$ cat src/hw/ScoreboardPkg.sv
package ScoreboardPkg;

    localparam int RegCount = 16;
    localparam int StackReg = 14;            // Stack pointer, tracked by its own unit
    localparam int RegAddrW = $clog2(RegCount);

    typedef logic [RegAddrW-1:0] RegAddrT;
    typedef logic [RegCount-1:0] RegVecT;    // One bit per register

    // Operand queued for read
    typedef struct packed {
        logic    readingFromA;
        logic    willBeWritingToA;
        logic    markADirty;
        RegVecT  readAOneHot;                // Predecoded by the register file
        logic    readingFromB;
        RegAddrT readBAddress;
    } ReadReqT;

    // Operands leaving the issue slots
    typedef struct packed {
        logic    issuedFromA;
        RegAddrT issueAAddress;
        logic    issuedFromB;
        RegAddrT issueBAddress;
    } IssueReqT;

    // Results coming back from the load/store unit and writeback
    typedef struct packed {
        logic   loadingToReg;
        RegVecT loadingOneHot;
        logic   writingToReg;
        RegVecT writingOneHot;
    } RetireReqT;

    typedef struct packed {
        logic stackAdjust;
        logic stackWriteback;
        logic stackRead;
        logic stackIssue;
    } StackReqT;

endpackage : ScoreboardPkg

$ cat src/hw/RegisterStateCell.sv
`timescale 1ns/1ps

module RegisterStateCell (
    input  logic clk,
    input  logic clkEn,
    input  logic rst,

    input  logic usedAsA,
    input  logic willBeWritingToA,
    input  logic markDirty,
    input  logic usedAsB,
    input  logic issuedAsA,
    input  logic issuedAsB,
    input  logic dirtyB,
    input  logic loadValid,
    input  logic writebackValid,

    output logic dirty,
    output logic toBeWritten,
    output logic toBeRead
);

    logic readSet;
    logic readClear;
    logic writeSet;
    logic dirtySet;
    logic writeClear;

    assign readSet = usedAsA || usedAsB;
    // Issue as A is a replay while the B operand is still dirty
    assign readClear = issuedAsB || (issuedAsA && !dirtyB);

    assign writeSet   = willBeWritingToA;
    assign dirtySet   = markDirty && willBeWritingToA;
    assign writeClear = loadValid || writebackValid;

    always_ff @(posedge clk) begin
        if (rst) begin
            dirty       <= 1'b0;
            toBeWritten <= 1'b0;
            toBeRead    <= 1'b0;
        end else if (clkEn) begin
            // Set beats clear in every flag
            if (readSet) begin
                toBeRead <= 1'b1;
            end else if (readClear) begin
                toBeRead <= 1'b0;
            end

            if (writeSet) begin
                toBeWritten <= 1'b1;
            end else if (writeClear) begin
                toBeWritten <= 1'b0;
            end

            if (dirtySet) begin
                dirty <= 1'b1;
            end else if (writeClear) begin
                dirty <= 1'b0;
            end
        end
    end

    // A writeback must retire a write announced earlier
    assert property (@(posedge clk) disable iff (rst)
        (clkEn && writebackValid) |-> toBeWritten)
    else $error("Writeback to a register with no pending write");

endmodule : RegisterStateCell

$ cat src/hw/StackStatus.sv
`timescale 1ns/1ps

module StackStatus #(
    parameter int StackDepth = 4
) (
    input  logic                    clk,
    input  logic                    clkEn,
    input  logic                    rst,

    input  ScoreboardPkg::StackReqT stackReq,

    output logic                    stackDirty,
    output logic                    stackToBeWritten,
    output logic                    stackToBeRead
);

    localparam int CountW = $clog2(StackDepth + 1);

    logic [CountW-1:0] adjustCount;  // Pending stack pointer adjustments
    logic              countUp;
    logic              countDown;

    // Adjust and writeback together cancel out
    assign countUp   = stackReq.stackAdjust && !stackReq.stackWriteback;
    assign countDown = stackReq.stackWriteback && !stackReq.stackAdjust;

    always_ff @(posedge clk) begin
        if (rst) begin
            adjustCount <= '0;
        end else if (clkEn) begin
            if (countUp) begin
                adjustCount <= adjustCount + 1'b1;
            end else if (countDown) begin
                adjustCount <= adjustCount - 1'b1;
            end
        end
    end

    always_ff @(posedge clk) begin
        if (rst) begin
            stackToBeRead <= 1'b0;
        end else if (clkEn) begin
            if (stackReq.stackRead) begin
                stackToBeRead <= 1'b1;   // Set wins
            end else if (stackReq.stackIssue) begin
                stackToBeRead <= 1'b0;
            end
        end
    end

    assign stackToBeWritten = adjustCount != '0;
    // Second adjustment in flight makes the pointer value stale
    assign stackDirty = adjustCount >= CountW'(2);

    assert property (@(posedge clk) disable iff (rst)
        (clkEn && countUp) |-> adjustCount < CountW'(StackDepth))
    else $error("Stack adjustment counter overflows StackDepth");

    assert property (@(posedge clk) disable iff (rst)
        (clkEn && countDown) |-> adjustCount != '0)
    else $error("Stack writeback with no pending adjustment");

endmodule : StackStatus

$ cat src/hw/HazardCheck.sv
`timescale 1ns/1ps

module HazardCheck (
    input  ScoreboardPkg::RegAddrT waitA,
    input  ScoreboardPkg::RegAddrT waitB,
    input  logic                   waitAValid,
    input  logic                   waitBValid,

    input  ScoreboardPkg::RegVecT  dirtyVector,
    input  ScoreboardPkg::RegVecT  toBeWrittenVector,

    output logic                   stallA,
    output logic                   stallB
);

    logic waitAPending;
    logic waitBPending;
    logic waitBDirty;

    // Status of the source registers held in each slot
    assign waitAPending = toBeWrittenVector[waitA];
    assign waitBPending = toBeWrittenVector[waitB];
    assign waitBDirty   = dirtyVector[waitB];

    assign stallA = waitAValid && waitAPending;       // RAW on A
    // B also waits on a register that is dirty
    assign stallB = waitBValid && (waitBPending || waitBDirty);

endmodule : HazardCheck

$ cat src/hw/RegisterStatus.sv
`timescale 1ns/1ps

module RegisterStatus (
    input  logic                     clk,
    input  logic                     clkEn,
    input  logic                     rst,

    input  ScoreboardPkg::ReadReqT   readReq,
    input  ScoreboardPkg::IssueReqT  issueReq,
    input  ScoreboardPkg::RetireReqT retireReq,

    input  logic                     stackDirty,
    input  logic                     stackToBeWritten,
    input  logic                     stackToBeRead,

    output ScoreboardPkg::RegVecT    dirtyVector,
    output ScoreboardPkg::RegVecT    toBeWrittenVector,
    output ScoreboardPkg::RegVecT    toBeReadVector
);

    import ScoreboardPkg::*;

    RegVecT readBOneHot;
    RegVecT issueAOneHot;
    RegVecT issueBOneHot;
    logic   dirtyB;

    always_comb begin
        readBOneHot = '0;
        readBOneHot[readReq.readBAddress] = 1'b1;
    end

    always_comb begin
        issueAOneHot = '0;
        issueAOneHot[issueReq.issueAAddress] = 1'b1;
    end

    always_comb begin
        issueBOneHot = '0;
        issueBOneHot[issueReq.issueBAddress] = 1'b1;
    end

    // B operand leaving now is still dirty
    assign dirtyB = issueReq.issuedFromB && |(issueBOneHot & dirtyVector);

    for (genvar r = 0; r < RegCount; r++) begin : regGen
        if (r == StackReg) begin : stackSlot
            assign dirtyVector[r]       = stackDirty;
            assign toBeWrittenVector[r] = stackToBeWritten;
            assign toBeReadVector[r]    = stackToBeRead;
        end else begin : generalSlot
            logic usedAsA;
            logic willBeWritingToA;
            logic markDirty;
            logic usedAsB;
            logic issuedAsA;
            logic issuedAsB;
            logic loadValid;
            logic writebackValid;

            assign usedAsA          = readReq.readingFromA && readReq.readAOneHot[r];
            assign willBeWritingToA = usedAsA && readReq.willBeWritingToA;
            assign markDirty        = usedAsA && readReq.markADirty;
            assign usedAsB          = readReq.readingFromB && readBOneHot[r];
            assign issuedAsA        = issueReq.issuedFromA && issueAOneHot[r];
            assign issuedAsB        = issueReq.issuedFromB && issueBOneHot[r];
            assign loadValid        = retireReq.loadingToReg && retireReq.loadingOneHot[r];
            assign writebackValid   = retireReq.writingToReg && retireReq.writingOneHot[r];

            RegisterStateCell RegisterStateCell_i (
                .clk             (clk),
                .clkEn           (clkEn),
                .rst             (rst),
                .usedAsA         (usedAsA),
                .willBeWritingToA(willBeWritingToA),
                .markDirty       (markDirty),
                .usedAsB         (usedAsB),
                .issuedAsA       (issuedAsA),
                .issuedAsB       (issuedAsB),
                .dirtyB          (dirtyB),
                .loadValid       (loadValid),
                .writebackValid  (writebackValid),
                .dirty           (dirtyVector[r]),
                .toBeWritten     (toBeWrittenVector[r]),
                .toBeRead        (toBeReadVector[r])
            );
        end
    end

    // Register file hands over a single predecoded A operand
    assert property (@(posedge clk) disable iff (rst)
        (clkEn && readReq.readingFromA) |-> $onehot(readReq.readAOneHot))
    else $error("readAOneHot is not one-hot on a read as A");

endmodule : RegisterStatus

$ cat src/hw/ScoreboardTop.sv
`timescale 1ns/1ps

module ScoreboardTop #(
    parameter int StackDepth = 4
) (
    input  logic                     clk,
    input  logic                     clkEn,
    input  logic                     rst,

    input  ScoreboardPkg::ReadReqT   readReq,
    input  ScoreboardPkg::IssueReqT  issueReq,
    input  ScoreboardPkg::RetireReqT retireReq,
    input  ScoreboardPkg::StackReqT  stackReq,

    input  ScoreboardPkg::RegAddrT   waitA,
    input  ScoreboardPkg::RegAddrT   waitB,
    input  logic                     waitAValid,
    input  logic                     waitBValid,

    output ScoreboardPkg::RegVecT    dirtyVector,
    output ScoreboardPkg::RegVecT    toBeWrittenVector,
    output ScoreboardPkg::RegVecT    toBeReadVector,

    output logic                     stallA,
    output logic                     stallB
);

    // Register 14 flags from the stack unit
    logic stackDirty;
    logic stackToBeWritten;
    logic stackToBeRead;

    StackStatus #(
        .StackDepth(StackDepth)
    ) StackStatus_i (
        .clk             (clk),
        .clkEn           (clkEn),
        .rst             (rst),
        .stackReq        (stackReq),
        .stackDirty      (stackDirty),
        .stackToBeWritten(stackToBeWritten),
        .stackToBeRead   (stackToBeRead)
    );

    RegisterStatus RegisterStatus_i (
        .clk              (clk),
        .clkEn            (clkEn),
        .rst              (rst),
        .readReq          (readReq),
        .issueReq         (issueReq),
        .retireReq        (retireReq),
        .stackDirty       (stackDirty),
        .stackToBeWritten (stackToBeWritten),
        .stackToBeRead    (stackToBeRead),
        .dirtyVector      (dirtyVector),
        .toBeWrittenVector(toBeWrittenVector),
        .toBeReadVector   (toBeReadVector)
    );

    // Stalls follow the vectors in the same cycle
    HazardCheck HazardCheck_i (
        .waitA            (waitA),
        .waitB            (waitB),
        .waitAValid       (waitAValid),
        .waitBValid       (waitBValid),
        .dirtyVector      (dirtyVector),
        .toBeWrittenVector(toBeWrittenVector),
        .stallA           (stallA),
        .stallB           (stallB)
    );

endmodule : ScoreboardTop

$ cat config.mk
export PLATFORM = sky130hd
export DESIGN_NAME = ScoreboardTop
export DESIGN_NICKNAME = d
export VERILOG_FILES = /design/src/hw/ScoreboardPkg.sv /design/src/hw/RegisterStateCell.sv /design/src/hw/StackStatus.sv /design/src/hw/HazardCheck.sv /design/src/hw/RegisterStatus.sv /design/src/hw/ScoreboardTop.sv
export SDC_FILE = /design/constraint.sdc
export NUM_CORES = 1
export LEC_CHECK = 0
export BUFFER_PORTS_ARGS = -buffer_cell sky130_fd_sc_hd__buf_2
export CAP_MARGIN = 20
export CORE_UTILIZATION = 33
export DETAILED_ROUTE_END_ITERATION = 16
export SETUP_SLACK_MARGIN = 0.5
export SLEW_MARGIN = 20
export SYNTH_ARGS = -nofsm -noshare
export SYNTH_HDL_FRONTEND = slang
export SYNTH_HIERARCHICAL = 1
export SYNTH_SLANG_ARGS = --single-unit
$ cat constraint.sdc
create_clock -name clk -period 2.4 [get_ports clk]
set_input_delay 0.48 -clock clk [delete_from_list [all_inputs] [get_ports clk]]
set_output_delay 0.48 -clock clk [all_outputs]
set_load 0.005 [all_outputs]
# Word level (Yosys, flattened, before mapping)
# Index checks and enable logic that the tools add are counted.
word_totals:
  regBits: 49
  latchBits: 0
  ramBits: 0
  rom_bits: 0
  word_cells: 453
  memories: 0
classes:
  n_addsub: 2
  mul: 0
  div_mod_pow: 0
  n_lt_le_gt_ge: 9
  eq_ne: 0
  shifts: 0
  muxes: 91
  n_bitwise: 1
  n_reduce_logical: 303
ops:
  columns: ["op", "n"]
  rows:
  - ["logical AND 1 bit", 158]
  - ["AND reduction 2 bit", 47]
  - ["nonzero test 2 bit", 47]
  - ["two-way mux 1 bit", 83]
  - ["logical OR 1 bit", 46]
  - ["< comparator 4 x 5 -> 1 bit (second input constant)", 5]
  - ["bitwise AND 16 bit", 1]
  - ["OR reduction 16 bit", 1]
  - ["binary-select mux 1 bit (select 4 bit)", 3]
  - ["demux 1 bit (select 4 bit)", 3]
  - [">= comparator 4 x 1 -> 1 bit (second input constant)", 3]
  - ["two-way mux 3 bit", 2]
  - ["adder 3 x 1 -> 3 bit (second input constant)", 1]
  - [">= comparator 3 x 2 -> 1 bit (second input constant)", 1]
  - ["logical NOT 1 bit", 3]
  - ["nonzero test 3 bit", 1]
  - ["subtractor 3 x 1 -> 3 bit (second input constant)", 1]

# Depth between registers and ports, before layout
# Gate-level depths: netlist of run 1.
logic_depth:
  word_depth: 12
  ltp_mapped: 8
  mapped_depth_nobuf: 8

# Modules after synthesis
# The synthesis of run 1 kept the hierarchy.
by_module_without_submodules:
  columns: ["module", "n_inst", "cells_per_inst", "area_per_inst_um2"]
  rows:
  - ["RegisterStateCell", 15, 13, 120.1]
  - ["RegisterStatus", 1, 183, 1046.0]
  - ["HazardCheck", 1, 45, 376.6]
  - ["StackStatus", 1, 23, 220.2]

# Worst setup path before layout of run 1
# Ideal clock, no wire load.
synth_path:
  kind: "register to output"
  startpoint: "reg StackStatus_i.adjustCount[2]"
  endpoint: "out stallA"
  arrival_time_ns: 1.882
  required_time_ns: 1.920
  setup_slack_ns: 0.038
  stages_incl_launch_ff: 6
  path_buffers: 1
  path_cell_list: "dfxtp_1 -> or3_1 -> buf_4 -> mux4_1 -> mux4_2 -> and2_1"
synth_via:
  elab_chain_len: 4
synth_rtl:
  columns: ["element", "line", "rtl"]
  rows:
  - ["start, declared", "StackStatus.sv:19", "logic [CountW-1:0] adjustCount;"]
  - ["start signal, assigned", "StackStatus.sv:32", "adjustCount <= adjustCount + 1'b1;"]
  - ["start signal, assigned", "StackStatus.sv:34", "adjustCount <= adjustCount - 1'b1;"]
  - ["nonzero test 3 bit", "StackStatus.sv:51", "assign stackToBeWritten = adjustCount != '0;"]
  - ["via stackToBeWritten", "ScoreboardTop.sv:30", "logic stackToBeWritten;"]
  - ["binary-select mux 1 bit (select 4 bit)", "HazardCheck.sv:21", "assign waitAPending = toBeWrittenVector[waitA];"]
  - ["two-way mux 1 bit (not written as such)", "HazardCheck.sv:21", null]
  - ["logical AND 1 bit", "HazardCheck.sv:25", "assign stallA = waitAValid && waitAPending;"]
  - ["end, declared", "ScoreboardTop.sv:24", "output logic stallA,"]
# The timed path passes the listed nets, and every way through them passes these cells. The select of a mux whose other input is x is not followed.

# Worst setup path in the final report of run 1
layout_path:
  startpoint: "reg StackStatus_i.adjustCount[0]"
  endpoint: "out stallA"
layout_via:
  elab_chain_len: 4
layout_rtl:
  columns: ["element", "line"]
  rows:
  - ["nonzero test 3 bit", "StackStatus.sv:51"]
  - ["binary-select mux 1 bit (select 4 bit)", "HazardCheck.sv:21"]
  - ["two-way mux 1 bit (not written as such)", "HazardCheck.sv:21"]
  - ["logical AND 1 bit", "HazardCheck.sv:25"]
# No other way between the ends. The select of a mux whose other input is x is not followed.

==> results.md, run 1 <==
### CTS
* **Clock Latency Late Sink** 0.30 ns
* **total number of clock tree sinks** 49
* **number of buffers on the longest clock path** 2
* **CTS tree** yes
* **number of levels in the clock H-tree** 2
* **CTS Hold Buffers Added** 0
* **clock root buffer** sky130_fd_sc_hd__clkbuf_8
* **clock slew at the register clock pins of the worst setup and hold paths** 0.10 ns
* **Num CTS Buffers** 5

### Synthesis
* **average cell area after synthesis** 7.723 µm²
* **synthesized netlist net count** 533
* **part of the Yosys area used for sequential elements** 28.48%
* **area fraction of the dominant cell type after synthesis** 28.48%
* **synth warn** 6
* **post-synthesis register bit count** 49
* **number of unique standard cell types used by synthesis** 48
* **Post-Synthesis Cell Area** 3445 µm²
* **cells taking the most area after synthesis** sky130_fd_sc_hd__dfxtp_1, sky130_fd_sc_hd__nor2_1, sky130_fd_sc_hd__and2_1, sky130_fd_sc_hd__nand2b_1, sky130_fd_sc_hd__and3_1
* **post-synthesis instance total** 446
* **Yosys top cell by area** sky130_fd_sc_hd__dfxtp_1
* **dominant synthesized flop cell** sky130_fd_sc_hd__dfxtp_1
* **post-synthesis async set-or-reset flop share** 0%
* **number of enable flip-flop cells after synthesis** 0

### Route
* **detailed-routing iteration count for the pre-antenna-repair pass** 4
* **number of nets still failing antenna checks after routing** 0
* **via/cell ratio** 5.549
* **via count** 3984
* **initial DRC count** 200
* **DRT Wirelength** 12560 µm
* **post-route DRC violation count** 0
* **Routed wire per std cell** 17.49 µm

### Cells and area
* **net count reported at finish** 671
* **final core area utilization** 46.43%
* **antenna diode count** 0
* **number of non-filler instances in the completed layout** 718
* **number of fill cells** 1037
* **share of cells above drive strength 1** 33.16%
* **Area Growth Syn to Fin** 34.18%

### Worst setup path
* **kind of end point of the critical path** output pin
* **critical path startpoint category** register
* **worst setup slack for register-to-register paths** 0.19 ns
* **Reg2Reg Depth** 10
* **top cell family by delay on the critical path** multiplexers
* **endpoint required time on the critical path** 1.92 ns
* **Buffers & Inverters on Critical Path** 1
* **worst-path cell chain** or3_4 -> mux4_2 -> mux4_2 -> and2_4 -> buf_6
* **category of the most critical setup path** reg -> out
* **slowest cell delay on critical path** 0.48 ns
* **crit-path max FO** 2
* **most frequent cell on the critical path** sky130_fd_sc_hd__mux4_2
* **slowest CP cell** sky130_fd_sc_hd__mux4_2
* **signal arrival time at the worst endpoint** 2.23 ns
* **r2r startpoint** StackStatus_i/adjustCount[1]$_SDFFE_PP0P_

### Global route
* **via count of the first global-routing pass** 3844
* **sum of overflow across all layers after global routing** 0
* **largest net degree at the start of global routing** 46
* **global routing usage summed across all routing layers** 23.28%
* **antenna violations before repair** 0
* **wire length of the first global-routing pass** 20180 µm

### Floorplan
* **number of cell rows** 36
* **Chip Height** 104.2 µm
* **number of top-level pins** 135
* **Core Footprint** 9955 µm²
* **Die Area** 10850 µm²
* **Starting Density** 34.60%
* **Die X-Extent** 104.2 µm

### Power and ir drop
* **standby leakage power** 2.019 nW
* **total power** 2.062 mW
* **VDD IR max** 0.0002017 V
* **PwrDens** 446.1 nW/µm²

### Place
* **pre-CTS setup slack** -0.07623 ns
* **placer's final routability congestion estimate** 0.9154
* **count of input and output buffers** 131
* **Post-DP HPWL** 9568 µm
* **cell count after placement** 707

### Timing
* **max-slew violation count** 0
* **period utilisation layout** 112.7%
* **worst-case setup margin in the final layout** -0.3060 ns
* **Hold Slack** 0.4236 ns
* **RSZ-0062 raised after global routing** true
* **Final Skew** 0.005000 ns
* **final setup vio count** 2
* **Tightest Pin Transition** 0.5911 ns
* **worst relative slew slack** 60.59%
* **Peak Freq** 369.6 MHz
* **count of endpoints failing hold in the final timing report** 0
* **minimum clock period** 2.706 ns

### Run status
* **status** finished with violations
* **violations in the final reports** setup timing

### Min path
* **worst hold endpoint** StackStatus_i/stackToBeRead$_SDFFE_PP0P_
* **Min-Delay Path Depth** 3
* **HP Start** stackReq[1]
* **class of the worst hold path** in -> reg

### Run
* **max-cap violations** 0

## worst reg2reg max path: stages (launching register included)
cell	delay (ns)
sky130_fd_sc_hd__dfxtp_2	0.33
sky130_fd_sc_hd__buf_6	0.11
sky130_fd_sc_hd__or2_4	0.27
sky130_fd_sc_hd__buf_6	0.12
sky130_fd_sc_hd__and4b_1	0.19
sky130_fd_sc_hd__a31oi_1	0.16
sky130_fd_sc_hd__o22ai_2	0.10
sky130_fd_sc_hd__o41a_1	0.47
sky130_fd_sc_hd__nand2b_4	0.20
sky130_fd_sc_hd__nand3b_1	0.10
sky130_fd_sc_hd__a21oi_2	0.06
## per-stage QoR
step                setup TNS [ns]  cell area [µm²]
floorplan                        0             3463
global placement          -0.04609             4298
detailed placement        -0.07623             4298
CTS                        -0.4608             4579
global route               -0.5786             4622
finish                     -0.4084             4622
## placed cells by master, fill, tap and decap left out, types with 2 or more instances in the layout
master	n
sky130_fd_sc_hd__nand2b_4	13
sky130_fd_sc_hd__dfxtp_2	3
sky130_fd_sc_hd__or3b_2	2
sky130_fd_sc_hd__nand2_1	8
sky130_fd_sc_hd__nor3_2	2
sky130_fd_sc_hd__a21oi_1	13
sky130_fd_sc_hd__a21oi_2	5
sky130_fd_sc_hd__buf_12	2
sky130_fd_sc_hd__buf_4	11
sky130_fd_sc_hd__or2_2	2
sky130_fd_sc_hd__mux2_4	2
sky130_fd_sc_hd__nor2_1	83
sky130_fd_sc_hd__nand3_1	7
sky130_fd_sc_hd__nand3b_1	20
sky130_fd_sc_hd__mux4_1	3
sky130_fd_sc_hd__inv_1	4
sky130_fd_sc_hd__a22oi_1	17
sky130_fd_sc_hd__clkbuf_8	6
sky130_fd_sc_hd__nor2b_4	2
sky130_fd_sc_hd__o21ai_1	18
sky130_fd_sc_hd__a32oi_1	16
sky130_fd_sc_hd__o41a_1	2
sky130_fd_sc_hd__dfxtp_1	46
sky130_fd_sc_hd__mux4_2	2
sky130_fd_sc_hd__buf_6	3
sky130_fd_sc_hd__and3_1	31
sky130_fd_sc_hd__buf_2	130
sky130_fd_sc_hd__o22ai_1	15
sky130_fd_sc_hd__xnor2_1	2
sky130_fd_sc_hd__o21ai_0	3
sky130_fd_sc_hd__o311ai_4	2
sky130_fd_sc_hd__and2_1	45
sky130_fd_sc_hd__nor3_1	15
sky130_fd_sc_hd__nand2b_1	25
sky130_fd_sc_hd__nand4_1	3
## layer usage
metal  routed length [µm]  part of all wire [%]  vias to the layer above  global-route usage (%)
met5                    0                     0                        -                       0
met4                  190                   1.5                        0                   5.714
met3                  575                   4.6                       10                   3.195
met2                 5851                    47                      136                   38.43
met1                 5943                    47                     1933                   31.87
li1                     -                     -                     1905                       -
## power breakdown
group          switching [mW]  total, mW  internal (mW)
Clock                   0.292      0.631          0.339
Sequential             0.0349      0.889          0.854
Combinational           0.283      0.542          0.259
Total                   0.609       2.06           1.45
## synthesized netlist by cell type (all sizes together), types with 16 or more instances
cell type,number
nor2,84
dfxtp,49
and2,46
nand2b,38
and3,31
o21ai,21
nand3b,20
a21oi,18
a22oi,17
nor3,17
a32oi,16
o22ai,16
## worst max-delay path by stage
stage	start	endpoint	slack, ns	cells after the start
2_1_floorplan	StackStatus_i/adjustCount[0]$_SDFFE_PP0P_	stallA	0.07	5
3_3_place_gp	waitA[0]	stallA	-0.05	5
3_5_place_dp	waitA[0]	stallA	-0.08	5
4_1_cts	StackStatus_i/adjustCount[0]$_SDFFE_PP0P_	stallA	-0.33	5
5_1_grt	StackStatus_i/adjustCount[0]$_SDFFE_PP0P_	stallA	-0.36	5
6_report	StackStatus_i/adjustCount[0]$_SDFFE_PP0P_	stallA	-0.31	5
## logic make-up (layout without fill, tap and decap cells)
group	count (synthesis)	after routing	synth area share [%]
compound gates	98	99	19.47
xor+xnor	2	2	0.5086
fa+ha+maj	2	2	0.9444
buf+inv	20	158	3.305
flops	49	49	28.48
mux	8	8	4.867
simple gates	267	267	42.43
## what timing repair did
| item | CTS | global route |
|---|---|---|
| setup buffers | 2 | 0 |
| gates resized for setup | 26 | 8 |
| pin swaps | 5 | 2 |
| endpoints found under the setup margin | 17 | 18 |
| endpoints found under the hold margin | 0 | 0 |
| cloned | 1 | 0 |
## final cells by class
class	count	area, µm²	share of cell area, %
clock buffers	6	82.58	1.787
clock inverters	2	37.54	0.8121
inverters	4	15.01	0.3249
multi-input cells	378	2529	54.71
flip-flops and latches	49	984.7	21.30
well taps	133	166.4	3.600
repair buffers	146	807.0	17.46
No activity file was read; power rests on OpenSTA's default activity.
==> run 2: changes to the inputs <==
--- a/config.mk
+++ b/config.mk
@@ -5,10 +5,11 @@
 export SDC_FILE = /design/constraint.sdc
 export NUM_CORES = 1
 export LEC_CHECK = 0
-export BUFFER_PORTS_ARGS = -buffer_cell sky130_fd_sc_hd__buf_2
+export BUFFER_PORTS_ARGS = -buffer_cell sky130_fd_sc_hd__clkbuf_2
 export CAP_MARGIN = 20
-export CORE_UTILIZATION = 33
+export CORE_UTILIZATION = 45
 export DETAILED_ROUTE_END_ITERATION = 16
+export PLACE_DENSITY = 0.78
 export SETUP_SLACK_MARGIN = 0.5
 export SLEW_MARGIN = 20
 export SYNTH_ARGS = -nofsm -noshare
==> run 2 against run 1 <==
The flow still finishes with violations (setup timing); register-to-register slack better by 0.03 ns; die area down 26%; global-route usage up 6.0 points; critical path depth unchanged; fmax up 0.42%; worst setup slack better by 0.011 ns; routed wire length down 7.0%; total power down 7.6%; sequential cell count unchanged; largest power group unchanged; highest routed layer unchanged.
==> results.md, run 2 (synthesis results as in run 1) <==
### Place
* **pre-CTS setup slack** -0.04029 ns, was -0.07623 ns
* **Post-DP HPWL** 8778 µm, was 9568 µm
* **count of input and output buffers** 131, unchanged
* **placer's final routability congestion estimate** 1.062, was 0.9154
* **cell count after placement** 669, was 707

### Run status
* **violations in the final reports** setup timing, unchanged
* **status** finished with violations, unchanged

### Min path
* **class of the worst hold path** in -> reg, unchanged
* **Min-Delay Path Depth** 3, unchanged

### Cells and area
* **number of non-filler instances in the completed layout** 678, was 718
* **leading cell type in the layout, fill and taps excluded** sky130_fd_sc_hd__clkbuf_2, was sky130_fd_sc_hd__buf_2
* **antenna diode count** 0, unchanged
* **commonest cells after routing, fill and taps aside** sky130_fd_sc_hd__clkbuf_2, sky130_fd_sc_hd__nor2_1, sky130_fd_sc_hd__dfxtp_1, was sky130_fd_sc_hd__buf_2, sky130_fd_sc_hd__nor2_1, sky130_fd_sc_hd__dfxtp_1
* **share of cells above drive strength 1** 32.12%, was 33.16%
* **Area Growth Syn to Fin** 29.86%, was 34.18%
* **net count reported at finish** 665, was 671

### Timing
* **worst relative slew slack** 55.63%, was 60.59%
* **sum of negative setup slack** -0.4589 ns, was -0.4084 ns
* **count of endpoints failing hold in the final timing report** 0, unchanged
* **Peak Freq** 371.1 MHz, was 369.6 MHz
* **minimum clock period** 2.695 ns, was 2.706 ns
* **final setup vio count** 2, unchanged
* **Tightest Pin Transition** 0.6656 ns, was 0.5911 ns
* **Final Skew** 0.005379 ns, was 0.005000 ns
* **RSZ-0062 raised after global routing** true, unchanged
* **period utilisation layout** 112.3%, was 112.7%
* **worst-case setup margin in the final layout** -0.2947 ns, was -0.3060 ns
* **max-slew violation count** 0, unchanged

### Global route
* **antenna violations before repair** 0, unchanged
* **largest net degree at the start of global routing** 48, was 46
* **global routing usage summed across all routing layers** 29.24%, was 23.28%
* **via count of the first global-routing pass** 3654, was 3844
* **wire length of the first global-routing pass** 17690 µm, was 20180 µm
* **sum of overflow across all layers after global routing** 0, unchanged

### Worst setup path
* **critical path startpoint category** register, unchanged
* **category of the most critical setup path** reg -> out, unchanged
* **endpoint required time on the critical path** 1.92 ns, about the same
* **kind of end point of the critical path** output pin, unchanged
* **crit-path max FO** 2, unchanged
* **Reg2Reg Depth** 9, was 10
* **signal arrival time at the worst endpoint** 2.21 ns, was 2.23 ns

### CTS
* **clock root buffer** sky130_fd_sc_hd__clkbuf_8, unchanged
* **total number of clock tree sinks** 49, unchanged
* **Clock Latency Late Sink** 0.31 ns, was 0.30 ns
* **number of buffers on the longest clock path** 2, unchanged
* **CTS tree** yes, unchanged
* **Num CTS Buffers** 5, unchanged
* **clock slew at the register clock pins of the worst setup and hold paths** 0.09 ns, was 0.10 ns
* **number of levels in the clock H-tree** 2, unchanged
* **post-CTS setup buffers** 0, was 2
* **CTS Hold Buffers Added** 0, unchanged

### Route
* **wire length the detailed router placed on met1** 4893 µm, was 5943 µm
* **wire length on met2** 5544 µm, was 5851 µm
* **top metal layer carrying routed signals** met4, unchanged
* **DRT Wirelength** 11680 µm, was 12560 µm
* **detailed-routing iteration count for the pre-antenna-repair pass** 6, was 4
* **post-route DRC violation count** 0, unchanged
* **routed length on met3** 907 µm, was 575 µm
* **via/cell ratio** 5.944, was 5.549
* **initial DRC count** 372, was 200
* **number of nets still failing antenna checks after routing** 0, unchanged
* **via count** 4030, was 3984
* **Routed wire per std cell** 17.23 µm, was 17.49 µm

### Run
* **max-cap violations** 0, unchanged

### Floorplan
* **Die X-Extent** 89.49 µm, was 104.2 µm
* **Die Area** 8008 µm², was 10850 µm²
* **number of top-level pins** 135, unchanged
* **Starting Density** 46.99%, was 34.60%
* **Chip Height** 89.49 µm, was 104.2 µm
* **Core Footprint** 7331 µm², was 9955 µm²
* **number of cell rows** 31, was 36

### Power and ir drop
* **VDD IR max** 0.0002670 V, was 0.0002017 V
* **total power** 1.906 mW, was 2.062 mW
* **PwrDens** 426.1 nW/µm², was 446.1 nW/µm²
* **standby leakage power** 1.948 nW, was 2.019 nW

[run 2: changes by cell type in the layout (fill, tap and decap cells not counted), sizes merged]
| cell | delta |
|---|---|
| clkbuf | +130 |
| buf | -137 |
| bufinv | -1 |
| clkinv | +2 |
[run 2: layout make-up]
cell class / instances / area (µm²)
Fill cell: 667 / 2858
Timing Repair Buffer: 140 / 739.5
Clock buffer: 5 / 68.82
Sequential cell: 49 / 983.4
Inverter: 4 / 15.01
Clock inverter: 3 / 17.52
Tap cell: 99 / 123.9
Multi-Input combinational cell: 378 / 2525
[run 2: per-layer routing]
metal  track usage (%)  vias to the layer above
met5                 0                        -
met4             11.83                        0
met3             4.801                       33
met2             49.13                      232
met1             37.36                     1866
li1                  -                     1899
[run 2: timing repair]
action	CTS	global route
gates cloned	1	0
pin swaps	2	4
setup endpoints to repair	17	17
gates resized for setup	13	16
[run 2: critical path, cell delays in order, from the launching register on]
cell	delay, ns
sky130_fd_sc_hd__dfxtp_2	0.33
sky130_fd_sc_hd__or3_4	0.38
sky130_fd_sc_hd__mux4_2	0.46
sky130_fd_sc_hd__mux4_2	0.49
sky130_fd_sc_hd__and2_4	0.15
sky130_fd_sc_hd__clkbuf_2	0.10
[run 2: stage by stage]
step	instance area, µm²	hold slack, ns	util (%)
2_1_floorplan	3463	0.4663	-
4_1_cts	4374	0.4383	59.67
3_3_place_gp	4213	0.4831	57.47
6_report	4473	0.4310	61.02
5_1_grt	4473	0.4507	61.02
3_5_place_dp	4213	0.5001	57.47
[run 2: power breakdown]
group | internal (mW) | switching, mW
Clock | 0.202 | 0.298
Combinational | 0.241 | 0.271
Sequential | 0.854 | 0.0404
Total | 1.30 | 0.609
[run 2: path summary, 6_finish.rpt]
kind	start	end	slack [ns]
setup reg to reg	StackStatus_i/adjustCount[1]$_SDFFE_PP0P_	register	0.22
setup / recovery	StackStatus_i/adjustCount[0]$_SDFFE_PP0P_	stallA	-0.29
hold / removal	stackReq[1]	StackStatus_i/stackToBeRead$_SDFFE_PP0P_	0.43
hold reg to reg	register	register	0.51
==> run 3: changes to the inputs <==
--- a/config.mk
+++ b/config.mk
@@ -7,9 +7,9 @@
 export LEC_CHECK = 0
 export BUFFER_PORTS_ARGS = -buffer_cell sky130_fd_sc_hd__clkbuf_2
 export CAP_MARGIN = 20
-export CORE_UTILIZATION = 45
+export CORE_UTILIZATION = 50
 export DETAILED_ROUTE_END_ITERATION = 16
-export PLACE_DENSITY = 0.78
+export PLACE_DENSITY = 0.82
 export SETUP_SLACK_MARGIN = 0.5
 export SLEW_MARGIN = 20
 export SYNTH_ARGS = -nofsm -noshare
==> constraint.sdc (replaced) <==
create_clock -name clk -period 2.72 [get_ports clk]
set_input_delay 0.544 -clock clk [delete_from_list [all_inputs] [get_ports clk]]
set_output_delay 0.544 -clock clk [all_outputs]
set_load 0.005 [all_outputs]
==> run 3 against run 2 <==
Non-clock buffer count fell by 1; register-to-register slack better by 0.25 ns; the flow still finishes with violations (setup timing); final area decreased by 1.7%; critical endpoint unchanged; sequential cell count unchanged; clock power fell by 3%; first-iteration DRC count shrank 39%; largest cell class unchanged; clock skew grew 0.0023 ns.
==> results.md, run 3 (synthesis results as in run 1) <==
### Floorplan
* **Die Area** 7225 µm², was 8008 µm²
* **Core Footprint** 6495 µm², was 7331 µm²
* **Starting Density** 53.03%, was 46.99%
* **Chip Height** 85 µm, was 89.49 µm
* **number of cell rows** 29, was 31
* **Die X-Extent** 85 µm, was 89.49 µm
* **number of top-level pins** 135, unchanged

### Place
* **pre-CTS setup slack** 0.1362 ns, was -0.04029 ns
* **placer's final routability congestion estimate** 0.9263, was 1.062
* **Post-DP HPWL** 8382 µm, was 8778 µm
* **Post-Place Cell Area** 4140 µm², was 4213 µm²
* **count of input and output buffers** 131, unchanged

### Route
* **number of nets still failing antenna checks after routing** 0, unchanged
* **initial DRC count** 226, was 372
* **DRT Wirelength** 11160 µm, was 11680 µm
* **via/cell ratio** 6.165, was 5.944
* **Routed wire per std cell** 17.04 µm, was 17.23 µm
* **via count** 4038, was 4030
* **detailed-routing iteration count for the pre-antenna-repair pass** 5, was 6
* **post-route DRC violation count** 0, unchanged

### Timing
* **final setup vio count** 1, was 2
* **worst relative slew slack** 54.58%, was 55.63%
* **period utilisation layout** 100.3%
* **max-slew violation count** 0, unchanged
* **Peak Freq** 366.6 MHz
* **count of endpoints failing hold in the final timing report** 0, unchanged
* **minimum clock period** 2.728 ns
* **RSZ-0062 raised after global routing** true, unchanged
* **Tightest Pin Transition** 0.6813 ns, was 0.6656 ns
* **worst-case setup margin in the final layout** -0.007762 ns, was -0.2947 ns
* **Final Skew** 0.007634 ns, was 0.005379 ns

### Run
* **max-cap violations** 0, unchanged

### Min path
* **worst hold endpoint** StackStatus_i/stackToBeRead$_SDFFE_PP0P_, unchanged
* **class of the worst hold path** in -> reg, unchanged
* **Min-Delay Path Depth** 3, unchanged
* **HP Start** stackReq[1], unchanged

### CTS
* **Clock Latency Late Sink** 0.31 ns, about the same
* **total number of clock tree sinks** 49, unchanged
* **CTS tree** yes, unchanged
* **clock slew at the register clock pins of the worst setup and hold paths** 0.10 ns, was 0.09 ns
* **Num CTS Buffers** 5, unchanged
* **number of levels in the clock H-tree** 2, unchanged
* **clock root buffer** sky130_fd_sc_hd__clkbuf_8, unchanged
* **number of buffers on the longest clock path** 2, unchanged

### Worst setup path
* **kind of end point of the critical path** output pin, unchanged
* **endpoint required time on the critical path** 2.18 ns, was 1.92 ns
* **signal arrival time at the worst endpoint** 2.18 ns, was 2.21 ns
* **most frequent cell on the critical path** sky130_fd_sc_hd__mux4_2, unchanged
* **critical path launch point** StackStatus_i/adjustCount[0]$_SDFFE_PP0P_, unchanged
* **crit-path max FO** 2, unchanged
* **Reg2Reg Depth** 9, unchanged
* **worst setup slack for register-to-register paths** 0.47 ns, was 0.22 ns
* **slowest CP cell** sky130_fd_sc_hd__mux4_2, unchanged
* **worst-path cell chain** or3_4 -> mux4_2 -> mux4_2 -> and2_4 -> clkbuf_2, unchanged
* **category of the most critical setup path** reg -> out, unchanged
* **critical path startpoint category** register, unchanged
* **slowest cell delay on critical path** 0.47 ns, was 0.49 ns
* **r2r startpoint** StackStatus_i/adjustCount[1]$_SDFFE_PP0P_, unchanged

### Power and ir drop
* **standby leakage power** 1.947 nW, was 1.948 nW
* **VDD IR max** 0.0002285 V, was 0.0002670 V
* **PwrDens** 390.5 nW/µm², was 426.1 nW/µm²

### Cells and area
* **leading cell type in the layout, fill and taps excluded** sky130_fd_sc_hd__clkbuf_2, unchanged
* **total non-filler cell area in the finished layout** 4397 µm², was 4473 µm²
* **number of fill cells** 589, was 667
* **final core area utilization** 67.69%, was 61.02%
* **share of cells above drive strength 1** 30.45%, was 32.12%
* **antenna diode count** 0, unchanged
* **Area Growth Syn to Fin** 27.64%, was 29.86%
* **net count reported at finish** 664, was 665
* **commonest cells after routing, fill and taps aside** sky130_fd_sc_hd__clkbuf_2, sky130_fd_sc_hd__nor2_1, sky130_fd_sc_hd__dfxtp_1, unchanged

### Global route
* **sum of overflow across all layers after global routing** 0, unchanged
* **largest net degree at the start of global routing** 53, was 48
* **global routing usage summed across all routing layers** 30.43%, was 29.24%
* **wire length of the first global-routing pass** 17540 µm, was 17690 µm
* **via count of the first global-routing pass** 3602, was 3654
* **antenna violations before repair** 0, unchanged

### Run status
* **violations in the final reports** setup timing, unchanged
* **status** finished with violations, unchanged

[run 3: worst max path at each step]
stage	end	cells after the start
floorplan	stallA	5
global placement	stallA	5
detailed placement	stallA	5
finish	stallA	5
global route	stallA	5
CTS	stallA	5
[run 3: report_power, final]
part	leakage, nW	switching, mW	internal [mW]
registers	0.402	0.0336	0.754
logic	1.49	0.235	0.210
clock network	0.0542	0.254	0.231
[run 3: area by class of cell]
class	count	area, µm²	share of cell area [%]
multi-input combinational	378	2465	56.06
sequential	49	984.7	22.40
timing repair buffer	139	734.5	16.70
clock buffer	7	96.34	2.191
tap	77	96.34	2.191
inverter	4	15.01	0.3415
clock inverter	1	5.005	0.1138
[run 3: metrics by stage]
stage,TNS (ns),hold slack (ns),power [mW],cells
global route,-0.06797,0.5017,1.789,655
detailed placement,0,0.4895,1.209,642
floorplan,0,0.4663,1.025,446
finish,-0.007762,0.4814,1.717,655
global placement,0,0.4761,1.195,642
CTS,-0.01214,0.4888,1.706,654
[run 3: routing by layer]
layer	track usage (%)	vias up	part of all wire [%]	wire length, µm
met3	5.350	24	8.2	917
met4	8.937	0	1.9	213
met2	48.61	219	46	5127
met1	42.16	1893	44	4899
met5	0	-	0	0
li1	-	1902	-	-
[run 3: worst max-delay path, delay by kind of cell, from the launching register on]
family	cells	cell delay, ns
buffers and inverters	1	0.10
flip-flops	1	0.33
multiplexers	2	0.93
AND/OR/NAND/NOR	2	0.53
[run 3: repair_timing]
item,4_1_cts,5_1_grt
hold endpoints to repair,0,0
resized for setup,11,12
buffers inserted,4,0
hold buffers,0,0
pin swaps,3,4
setup endpoints to repair,3,16
gates cloned,0,1
